**config.mk**
```make
export PLATFORM = sky130hd
export DESIGN_NAME = hazard_unit
export DESIGN_NICKNAME = d
export VERILOG_FILES = /design/src/rtl/core_pkg.sv /design/src/rtl/hazard_unit.sv
export SDC_FILE = /design/constraint.sdc
export NUM_CORES = 1
export LEC_CHECK = 0
export BUFFER_PORTS_ARGS = -buffer_cell sky130_fd_sc_hd__buf_2
export CELL_PAD_IN_SITES_DETAIL_PLACEMENT = 1
export CELL_PAD_IN_SITES_GLOBAL_PLACEMENT = 1
export CORE_AREA = 2 2 245 247
export DETAILED_ROUTE_END_ITERATION = 6
export DIE_AREA = 0 0 247 249
export PLACE_DENSITY = 0.71
export SLEW_MARGIN = 5
export SYNTH_ARGS = -nofsm -noshare
export SYNTH_HDL_FRONTEND = slang
export SYNTH_SLANG_ARGS = --single-unit
export TNS_END_PERCENT = 10
```
**constraint.sdc**
```tcl
create_clock -name vclk -period 3.25
set_clock_uncertainty 0.1 [all_clocks]
set_input_delay 0.1625 -clock vclk [all_inputs]
set_output_delay 0.1625 -clock vclk [all_outputs]
set_load 0.1 [all_outputs]
```
**src/rtl/core_pkg.sv**
```systemverilog
// rv64 core shared definitions
package core_pkg;

	localparam int xlen = 64;
	localparam int reg_addr_width = 5;
	localparam logic [xlen-1:0] reset_pc = '0;

	localparam logic [6:0] op_imm = 7'b0010011;
	localparam logic [6:0] op_reg = 7'b0110011;
	localparam logic [6:0] op_load = 7'b0000011;
	localparam logic [6:0] op_store = 7'b0100011;
	localparam logic [6:0] op_branch = 7'b1100011;
	// funct7 of SUB
	localparam logic [6:0] funct_sub = 7'b0100000;

	typedef struct packed {
		logic [6:0] funct7;
		logic [4:0] rs2;
		logic [4:0] rs1;
		logic [2:0] funct3;
		logic [4:0] rd;
		logic [6:0] opcode;
	} r_fmt_t;

	typedef struct packed {
		logic [11:0] imm;
		logic [4:0] rs1;
		logic [2:0] funct3;
		logic [4:0] rd;
		logic [6:0] opcode;
	} i_fmt_t;

	typedef struct packed {
		logic [6:0] imm_hi;
		logic [4:0] rs2;
		logic [4:0] rs1;
		logic [2:0] funct3;
		logic [4:0] imm_lo;
		logic [6:0] opcode;
	} s_fmt_t;

	typedef struct packed {
		logic imm12;
		logic [5:0] imm10_5;
		logic [4:0] rs2;
		logic [4:0] rs1;
		logic [2:0] funct3;
		logic [3:0] imm4_1;
		logic imm11;
		logic [6:0] opcode;
	} b_fmt_t;

	// one instruction word, four format views
	typedef union packed {
		r_fmt_t r_fmt;
		i_fmt_t i_fmt;
		s_fmt_t s_fmt;
		b_fmt_t b_fmt;
	} inst_t;

	typedef enum logic [1:0] {
		add,
		sub,
		pass_b
	} alu_op_t;

	typedef enum logic [1:0] {
		from_reg,
		from_mem,
		from_wb
	} fwd_sel_t;

	typedef struct packed {
		logic valid;
		logic [xlen-1:0] pc;
		inst_t inst;
	} if_id_t;

	typedef struct packed {
		logic valid;
		logic [xlen-1:0] pc;
		logic [reg_addr_width-1:0] rs1;
		logic [reg_addr_width-1:0] rs2;
		logic [xlen-1:0] rs1_data;
		logic [xlen-1:0] rs2_data;
		logic [xlen-1:0] imm;
		alu_op_t alu_op;
		logic use_imm;
		logic is_load;
		logic is_store;
		logic is_branch;
		logic rd_wena;
		logic [reg_addr_width-1:0] rd;
	} id_ex_t;

	typedef struct packed {
		logic valid;
		logic [xlen-1:0] pc;
		logic [xlen-1:0] alu_result;
		logic [xlen-1:0] store_data;
		logic is_load;
		logic is_store;
		logic rd_wena;
		logic [reg_addr_width-1:0] rd;
	} ex_me_t;

	typedef struct packed {
		logic valid;
		logic [xlen-1:0] pc;
		logic [xlen-1:0] result;
		logic rd_wena;
		logic [reg_addr_width-1:0] rd;
	} me_wb_t;

	typedef struct packed {
		logic valid;
		logic [xlen-1:0] pc;
		logic rd_wena;
		logic [reg_addr_width-1:0] rd;
		logic [xlen-1:0] data;
	} commit_t;

endpackage
```
**src/rtl/hazard_unit.sv**
```systemverilog
// load-use stall and forwarding control
`timescale 1ns/100ps

module hazard_unit import core_pkg::*; (
	input logic [reg_addr_width-1:0] rs1,
	input logic [reg_addr_width-1:0] rs2,
	input logic decode_valid,
	input id_ex_t id_ex,
	input ex_me_t ex_me,
	input me_wb_t me_wb,
	output logic stall,
	output fwd_sel_t rs1_sel,
	output fwd_sel_t rs2_sel
);

	function automatic fwd_sel_t pick_source(logic [reg_addr_width-1:0] src);
		if (ex_me.valid && ex_me.rd_wena && !ex_me.is_load &&
				ex_me.rd != '0 && ex_me.rd == src)
			return from_mem;
		else if (me_wb.valid && me_wb.rd_wena && me_wb.rd != '0 && me_wb.rd == src)
			return from_wb;
		else
			return from_reg;
	endfunction

	// load data is not ready until writeback
	assign stall = decode_valid && id_ex.valid && id_ex.is_load && id_ex.rd != '0 &&
		(id_ex.rd == rs1 || id_ex.rd == rs2);

	assign rs1_sel = pick_source(id_ex.rs1);
	assign rs2_sel = pick_source(id_ex.rs2);

endmodule

```
==> summary.txt, run 1 <==
setup violators final - 0
hold_buf cts - 0
Clock buffer cells - 0
initial core utilization - 0.6972%
Syn Nets - 677
residual DRC count - 0
register area - 0 µm²
Worst Path Buf+Inv - 2
max cap viols - 0
DRT Pass-1 Iters - 4
dpl hpwl - 3780 µm
drt via density - 0.6617
area leader, netlist - xor2_1
GRT overflow - 0
largest cells by area after synthesis - xor2_1, xnor2_1, or4_1
worst path required time - 2.99 ns
largest net degree at the start of global routing - 4
share of the synthesized area in the top cell type - 38.53%
Die H - 249 µm
outcome - finished, final reports clean
worst hold path class - in -> out
Finished Core Util - 2.789%
critical path cell sequence - buf_2 > or4_1 > o2111ai_2 > nor4_2 > nor4_2 > buf_2
area occupied by multi-input gates - 425.4 µm²
peak supply drop - 29.04 µV
total core area - 58690 µm²
vias in the first global route - 579
Critical Path AT - 2.16 ns
Syn Std Cell Area - 409.1 µm²
CP max stage cell - or4_1
CP Max Fanout - 3
Total Wirelength - 3845 µm
Fillers - 7040
# IOs - 631
share of layout cells above drive strength 1 - 53.54%
1st-iter DRT viols - 12
Cell Rows - 89
Vias - 577
first-pass GRT wire length - 4940 µm
antenna cells - 0
Pleak - 0.3239 nW
initial antenna violation count - 3
synth cell count leaders - xor2_1, xnor2_1, nand3_1
Post-Place Cells - 872
I/O Buffers - 48
Seq cells - 0
Power Dens Cells - 55.70 nW/µm²
final total power - 0.09116 mW
critical path type - in -> out
Worst path max stage delay - 0.57 ns
PostCTS Resize Cnt - 0
Tmin final - 2.419 ns
final hold vios - 0
Die Wd - 247 µm
Area after DPL - 1637 µm²
wire per inst - 4.409 µm
sequential area share after synthesis - 0%
Post CTS Setup Buffer Count - 0
Fmax - 0.4133 GHz
synth unique cells - 12
Cell Count, Final, Fillers Out - 872
die area - 61500 µm²
top-count cell post-synth - xor2_1
Setup crit start kind - input port
Post-DRT Antenna Nets - 0
Hold Slack - 0.7188 ns
final cycle utilization of the critical path - 74.44%
final max-slew violation count - 0
Top delay family on crit path - simple AND/OR/NAND/NOR gates
RSZ-0062 raised after global routing - false
Critical Path Sink Type - output pin
GRT Util Overall - 1.200%
Cells after Synth - 51
nets@finish - 727
Yosys warnings - 0
Slew headroom - 56.13%
Final GP Congestion - 0.6301
Finished Cell Area - 1637 µm²
Worst Tran Pin Value - 0.6626 ns
Area Growth Syn to Fin - 300.0%
syn avg cell area - 8.022 µm²
## tightest hold or removal path, cell delays in order
cell	delay, ns
buf_2	0.10
o2111ai_1	0.07
a21oi_1	0.04
buf_2	0.29
## cell type report
cell class	count	area share, %
Multi-Input combinational cell	50	25.99
Timing Repair Buffer	48	14.68
Tap cell	773	59.10
Inverter	1	0.2294
## cell usage in the layout (no fill, tap or decap)
cell	n
buf_2	48
xor2_1	18
xnor2_1	12
nand3_1	5
or4_1	4
nor3_1	3
nor4_2	2
inv_1	1
o2111ai_2	1
nor4_4	1
o2111ai_1	1
a21oi_1	1
o211ai_1	1
nor3_2	1
## per-layer routing
layer	part of all wire, %	routed length, µm	track usage (%)
met1	43	1645	1.545
met2	36	1374	1.641
met3	21	796	0.9481
met4	0.10	4	0
met5	0.60	23	0
## cells by family after synthesis
| logic type | after synthesis | synth area share (%) |
|---|---|---|
| buf+inv | 1 | 0.9166 |
| compound gates | 4 | 8.867 |
| xor+xnor | 30 | 64.22 |
| simple gates | 16 | 25.99 |
## power by group
part / leakage [nW] / switching, mW / internal, mW / total (mW)
clock: 0 / 0 / 0 / 0
combinational: 0.324 / 0.0496 / 0.0416 / 0.0912
sequential: 0 / 0 / 0 / 0
total: 0.324 / 0.0496 / 0.0416 / 0.0912
## worst paths after layout
kind,cells past startpoint,slack (ns),startpoint,end
setup / recovery,6,0.83,ex_me[1],rs1_sel[1]
hold / removal,4,0.72,id_ex[8],stall
## metrics by stage
step | setup TNS, ns | setup slack (ns)
floorplan | -0.1037 | -0.1037
detailed placement | 0 | 0.8085
global route | 0 | 0.7931
CTS | 0 | 0.8025
finish | 0 | 0.8306
global placement | 0 | 0.7944
Note: power is estimated with default switching activity, not from simulation.
==> inputs of run 2 (changes only) <==
- ABC_AREA: not set -> 1
- PLACE_DENSITY: 0.71 -> 0.64
- clock period: 3.25 -> 2.3 ns (I/O delays scaled with it)
==> run 2 against run 1 <==
Effect of this change: flip-flop and latch count unchanged; synthesized cell count increased to 2.6 times the previous value; die area did not move; combinational power increased by 62%; critical path type unchanged; critical endpoint is now rs1_sel[0]; largest power group unchanged; highest routed layer unchanged.
==> summary.txt, run 2 <==
Fmax - 0.6602 GHz
critical path cell sequence - buf_2 > nand2_1 > nor2_1 > o21ai_2 > nor2_2 > buf_2
sequential area share after synthesis - 0% (unchanged)
Clock buffer cells - 0 (unchanged)
most frequent cells in the layout - nand2_1, buf_2, nor2_1
Post-DRT Antenna Nets - 0 (unchanged)
Cell Rows - 89 (unchanged)
area leader, netlist - nand2_1
Die H - 249 µm (unchanged)
peak supply drop - 27.24 µV (-6.2%)
Total Wirelength - 6142 µm (+60%)
share of layout cells above drive strength 1 - 31.69% (-22 points)
largest cells by area after synthesis - nand2_1, nor2_1, inv_1
worst hold path class - in -> out
Finished Cell Area - 1789 µm² (+9.3%)
setup violators final - 0 (unchanged)
CP max stage cell - buf_2
Seq cells - 0 (unchanged)
syn avg cell area - 4.291 µm² (-47%)
total core area - 58690 µm² (unchanged)
wire per inst - 6.418 µm (+46%)
Syn Std Cell Area - 579.3 µm² (+42%)
worst setup path start - ex_me[200]
PostCTS Resize Cnt - 0 (unchanged)
Worst path max stage delay - 0.47 ns (-0.10 ns)
Setup crit start kind - input port
Vias - 988 (+71%)
Tmin final - 1.515 ns
GRT overflow - 0 (unchanged)
Final GP Congestion - 0.6981 (+11%)
Worst Path Buf+Inv - 2 (unchanged)
Fillers - 7086 (+0.65%)
drt via density - 1.032 (+56%)
TNS Setup - 0 ns (unchanged)
Critical Path Sink Type - output pin
outcome - finished, final reports clean
critical path type - in -> out
Die Wd - 247 µm (unchanged)
Critical Path AT - 1.30 ns (-0.86 ns)
1st-iter DRT viols - 19 (+7)
first-pass GRT wire length - 7941 µm (+61%)
cell mode on critical path - buf_2
residual DRC count - 0 (unchanged)
die area - 61500 µm² (unchanged)
Area after DPL - 1787 µm² (+9.2%)
final max-slew violation count - 0 (unchanged)
Hold Slack - 0.6459 ns (-0.07291 ns)
Cells after Synth - 135 (+160%)
synth cell count leaders - nand2_1, nor2_1, inv_1
I/O Buffers - 48 (unchanged)
final cycle utilization of the critical path - 65.85%
nets@finish - 811 (+12%)
commonest non-fill, non-tap cell in the layout - nand2_1
critical path depth - 6 (unchanged)
initial antenna violation count - 19 (+16)
Slew headroom - 63.93% (+7.8 points)
RSZ-0062 raised after global routing - false
area occupied by multi-input gates - 474.2 µm² (+11%)
DRT Pass-1 Iters - 4 (unchanged)
share of the synthesized area in the top cell type - 37.58% (-0.95 points)
vias in the first global route - 939 (+62%)
CP endpoint - rs1_sel[0]
Syn Nets - 761 (+12%)
Pleak - 0.5814 nW (+79%)
max cap viols - 0 (unchanged)
Yosys warnings - 0 (unchanged)
CP Max Fanout - 2 (-1)
Worst Tran Pin Value - 0.5447 ns (-0.1179 ns)
dpl hpwl - 5952 µm (+57%)
largest net degree at the start of global routing - 6 (+2)
initial core utilization - 0.9871% (+0.29 points)
Top delay family on crit path - buffers and inverters
hold_buf cts - 0 (unchanged)
Area Growth Syn to Fin - 208.9%
worst path required time - 2.09 ns (-0.90 ns)
final hold vios - 0 (unchanged)
GRT Util Overall - 1.962% (+0.76 points)
# IOs - 631 (unchanged)
register area - 0 µm² (unchanged)
Post CTS Setup Buffer Count - 0 (unchanged)
Power Dens Cells - 82.46 nW/µm² (+48%)
top-count cell post-synth - nand2_1
synth unique cells - 14 (+2)
run 2: cell count changes after synthesis, moves of 6 or more:
cell,change
nor2_1,+23
xnor2_1,-6
inv_1,+19
inv_2,+7
xor2_1,-16
nand2_1,+58
run 2: final cells by class:
class,count,area share [%]
inverters,28,5.874
well taps,773,54.06
multi-input cells,107,26.50
repair buffers,48,13.43
diodes,1,0.1399
run 2: cell families (layout without fill, tap and decap cells):
family                 after synthesis  in the layout  synth area share, %
AND/OR/NAND/NOR                     94             94                64.79
buffers and inverters               28             76                18.14
XOR/XNOR                             8              8                12.10
AO/OA/AOI/OAI                        5              5                4.966
other                                0              1                    0
run 2: power by group:
group            total (mW)  switching (mW)  leakage, nW  internal, mW
Combinational         0.148          0.0878        0.581        0.0598
Sequential                0               0            0             0
Clock          0.0000000583               0   0.00000634  0.0000000583
Total                 0.148          0.0878        0.581        0.0598
run 2: stage by stage:
| stage | utilization [%] | instances | worst slack, ns | total power [mW] |
|---|---|---|---|---|
| 3_5_place_dp | 3.045 | 956 | 0.7729 | 0.1530 |
| 2_1_floorplan | - | 135 | 0.09137 | 0.07140 |
| 3_3_place_gp | 3.045 | 956 | 0.7886 | 0.1508 |
| 5_1_grt | 3.049 | 957 | 0.6717 | 0.1724 |
| 6_report | 3.049 | 957 | 0.7854 | 0.1475 |
| 4_1_cts | 3.045 | 956 | 0.7749 | 0.1535 |
run 2: worst min path at each step:
stage / start / endpoint / slack, ns / cells after the start
global placement: id_ex[8] / stall / 0.66 / 4
finish: id_ex[8] / stall / 0.65 / 4
floorplan: ex_me[7] / rs1_sel[0] / 0.43 / 3
global route: id_ex[8] / stall / 0.68 / 4
detailed placement: id_ex[8] / stall / 0.65 / 4
CTS: id_ex[8] / stall / 0.66 / 4
run 2: tightest hold or removal path, delay by kind of cell:
kind	cells	cell delay, ns
AND/OR/NAND/NOR	1	0.08
AO/OA/AOI/OAI	1	0.04
buffers and inverters	2	0.38
run 2: per-layer routing:
layer,routed length (µm),vias up,track usage (%)
met3,866,24,1.250
li1,-,495,-
met4,64,20,0
met1,3134,396,2.948
met5,124,-,0
met2,1953,53,2.385
==> inputs of run 3 (changes only) <==
- PLACE_DENSITY: 0.64 -> 0.66
- clock period: 2.3 -> 1.28 ns (I/O delays scaled with it)
==> run 3 against run 2 <==
Effect of this change: first-iteration DRC count down 53%; die area unchanged; non-clock buffer count unchanged; core utilization up 0.19 points; power up 73%; largest power group unchanged; combinational power up 73%; global-route usage down 0.33 points; via count down 3.0%; setup slack worse by 0.69 ns; wire length down 16%; clock-buffer cell count unchanged; sequential share of layout area unchanged.
==> summary.txt, run 3 (same netlist as run 2, synthesis figures left out) <==
GRT Util Overall - 1.632% (-0.33 points)
outcome - finished, final reports clean
Final GP Congestion - 0.6701 (-4.0%)
CP Max Fanout - 4 (+2)
Min-Delay Startpoint - id_ex[8]
Vias - 958 (-3.0%)
Switching Power - 0.1430 mW (+63%)
commonest non-fill, non-tap cell in the layout - nand2_1
Total Wirelength - 5175 µm (-16%)
total core area - 58690 µm² (unchanged)
I/O Buffers - 48 (unchanged)
antenna cells - 0 (-1)
critical path cell sequence - buf_2 > nor2_1 > nand3_1 > o21ai_2 > nor2_4 > nor2_4 > buf_12
Cell Int Power - 0.1128 mW (+89%)
initial antenna violation count - 13 (-6)
largest net degree at the start of global routing - 6 (unchanged)
register area - 0 µm² (unchanged)
cell mode on critical path - nor2_4
hold_buf cts - 0 (unchanged)
RSZ-0062 raised after global routing - false
Worst Path Buf+Inv - 2 (unchanged)
nets@finish - 811 (unchanged)
DRT Pass-1 Iters - 3 (-1)
Post CTS Setup Buffer Count - 0 (unchanged)
Top delay family on crit path - simple AND/OR/NAND/NOR gates
Worst Tran Pin Value - 0.2460 ns (-0.2988 ns)
Pleak - 0.5946 nW (+2.3%)
TNS Setup - 0 ns (unchanged)
die area - 61500 µm² (unchanged)
Worst path max stage delay - 0.24 ns (-0.23 ns)
max cap viols - 0 (unchanged)
initial core utilization - 0.9871% (unchanged)
critical path type - in -> out
1st-iter DRT viols - 9 (-10)
Fillers - 7084 (-0.028%)
GRT overflow - 0 (unchanged)
wire per inst - 5.413 µm (-16%)
peak supply drop - 50.83 µV (+87%)
Critical Path AT - 1.02 ns (-0.28 ns)
# IOs - 631 (unchanged)
drt via density - 1.002 (-2.9%)
Hold EP - stall
final hold vios - 0 (unchanged)
Clock Power Share - 0% (unchanged)
share of layout cells above drive strength 1 - 33.33% (+1.6 points)
final total power - 0.2558 mW (+73%)
Worst Hold Depth - 4 (unchanged)
Setup crit start kind - input port
worst hold path class - in -> out
Tmin final - 1.183 ns
final max-slew violation count - 0 (unchanged)
Gate power share - 100.0% (about the same)
Power Dens Cells - 134.8 nW/µm² (+63%)
Net Sw Frac - 55.91% (-3.6 points)
first-pass GRT wire length - 6831 µm (-14%)
Post-DRT Antenna Nets - 0 (unchanged)
Critical Path Sink Type - output pin
dpl hpwl - 5073 µm (-15%)
CP max stage cell - o21ai_2
Area Growth Syn to Fin - 227.6%
vias in the first global route - 928 (-1.2%)
final cycle utilization of the critical path - 92.39%
setup violators final - 0 (unchanged)
Die H - 249 µm (unchanged)
Cell Rows - 89 (unchanged)
Reg power frac - 0% (unchanged)
PostCTS Resize Cnt - 0 (unchanged)
worst path required time - 1.12 ns (-0.97 ns)
Clock buffer cells - 0 (unchanged)
most frequent cells in the layout - nand2_1, buf_2, nor2_1
Die Wd - 247 µm (unchanged)
Fmax - 0.8456 GHz
Slew headroom - 83.60% (+20 points)
residual DRC count - 0 (unchanged)
Seq cells - 0 (unchanged)
[run 3: through the flow]
step	instances	hold slack, ns	cell area, µm²	setup slack [ns]	util, %
after floorplan	135	0.2688	615.6	-0.07583	-
after global placement	956	0.4627	1898	0.09756	3.234
after detailed placement	956	0.4588	1898	0.08409	3.234
after global routing	956	0.4846	1898	0.01151	3.234
after CTS	956	0.4607	1898	0.07889	3.234
final	956	0.4552	1898	0.09736	3.234
[run 3: worst max path at each step]
stage / start / to / cells after the start
6_report: ex_me[0] / rs2_sel[1] / 7
3_3_place_gp: ex_me[0] / rs1_sel[1] / 7
4_1_cts: ex_me[0] / rs2_sel[1] / 7
3_5_place_dp: ex_me[0] / rs2_sel[1] / 7
2_1_floorplan: id_ex[207] / rs2_sel[1] / 7
5_1_grt: ex_me[0] / rs2_sel[1] / 7
[run 3: metal layers]
layer / part of all wire [%] / up-vias / global-route usage [%]
li1: - / 495 / -
met1: 46 / 398 / 2.208
met4: 0.54 / 10 / 0
met3: 12 / 12 / 0.8188
met5: 1.3 / - / 0
met2: 40 / 43 / 2.449
[run 3: cell type report]
class	count	area, µm²	area share [%]
well taps	773	967.2	50.96
inverters	28	105.1	5.537
multi-input cells	107	510.5	26.90
repair buffers	48	315.3	16.61
[run 3: power by group through the flow]
stage	logic (mW)	registers [mW]	clock network, mW
2_1_floorplan	0.133	0	0
5_1_grt	0.296	0	0
6_report	0.256	0	0
3_5_place_dp	0.263	0	0
4_1_cts	0.264	0	0
3_3_place_gp	0.258	0	0
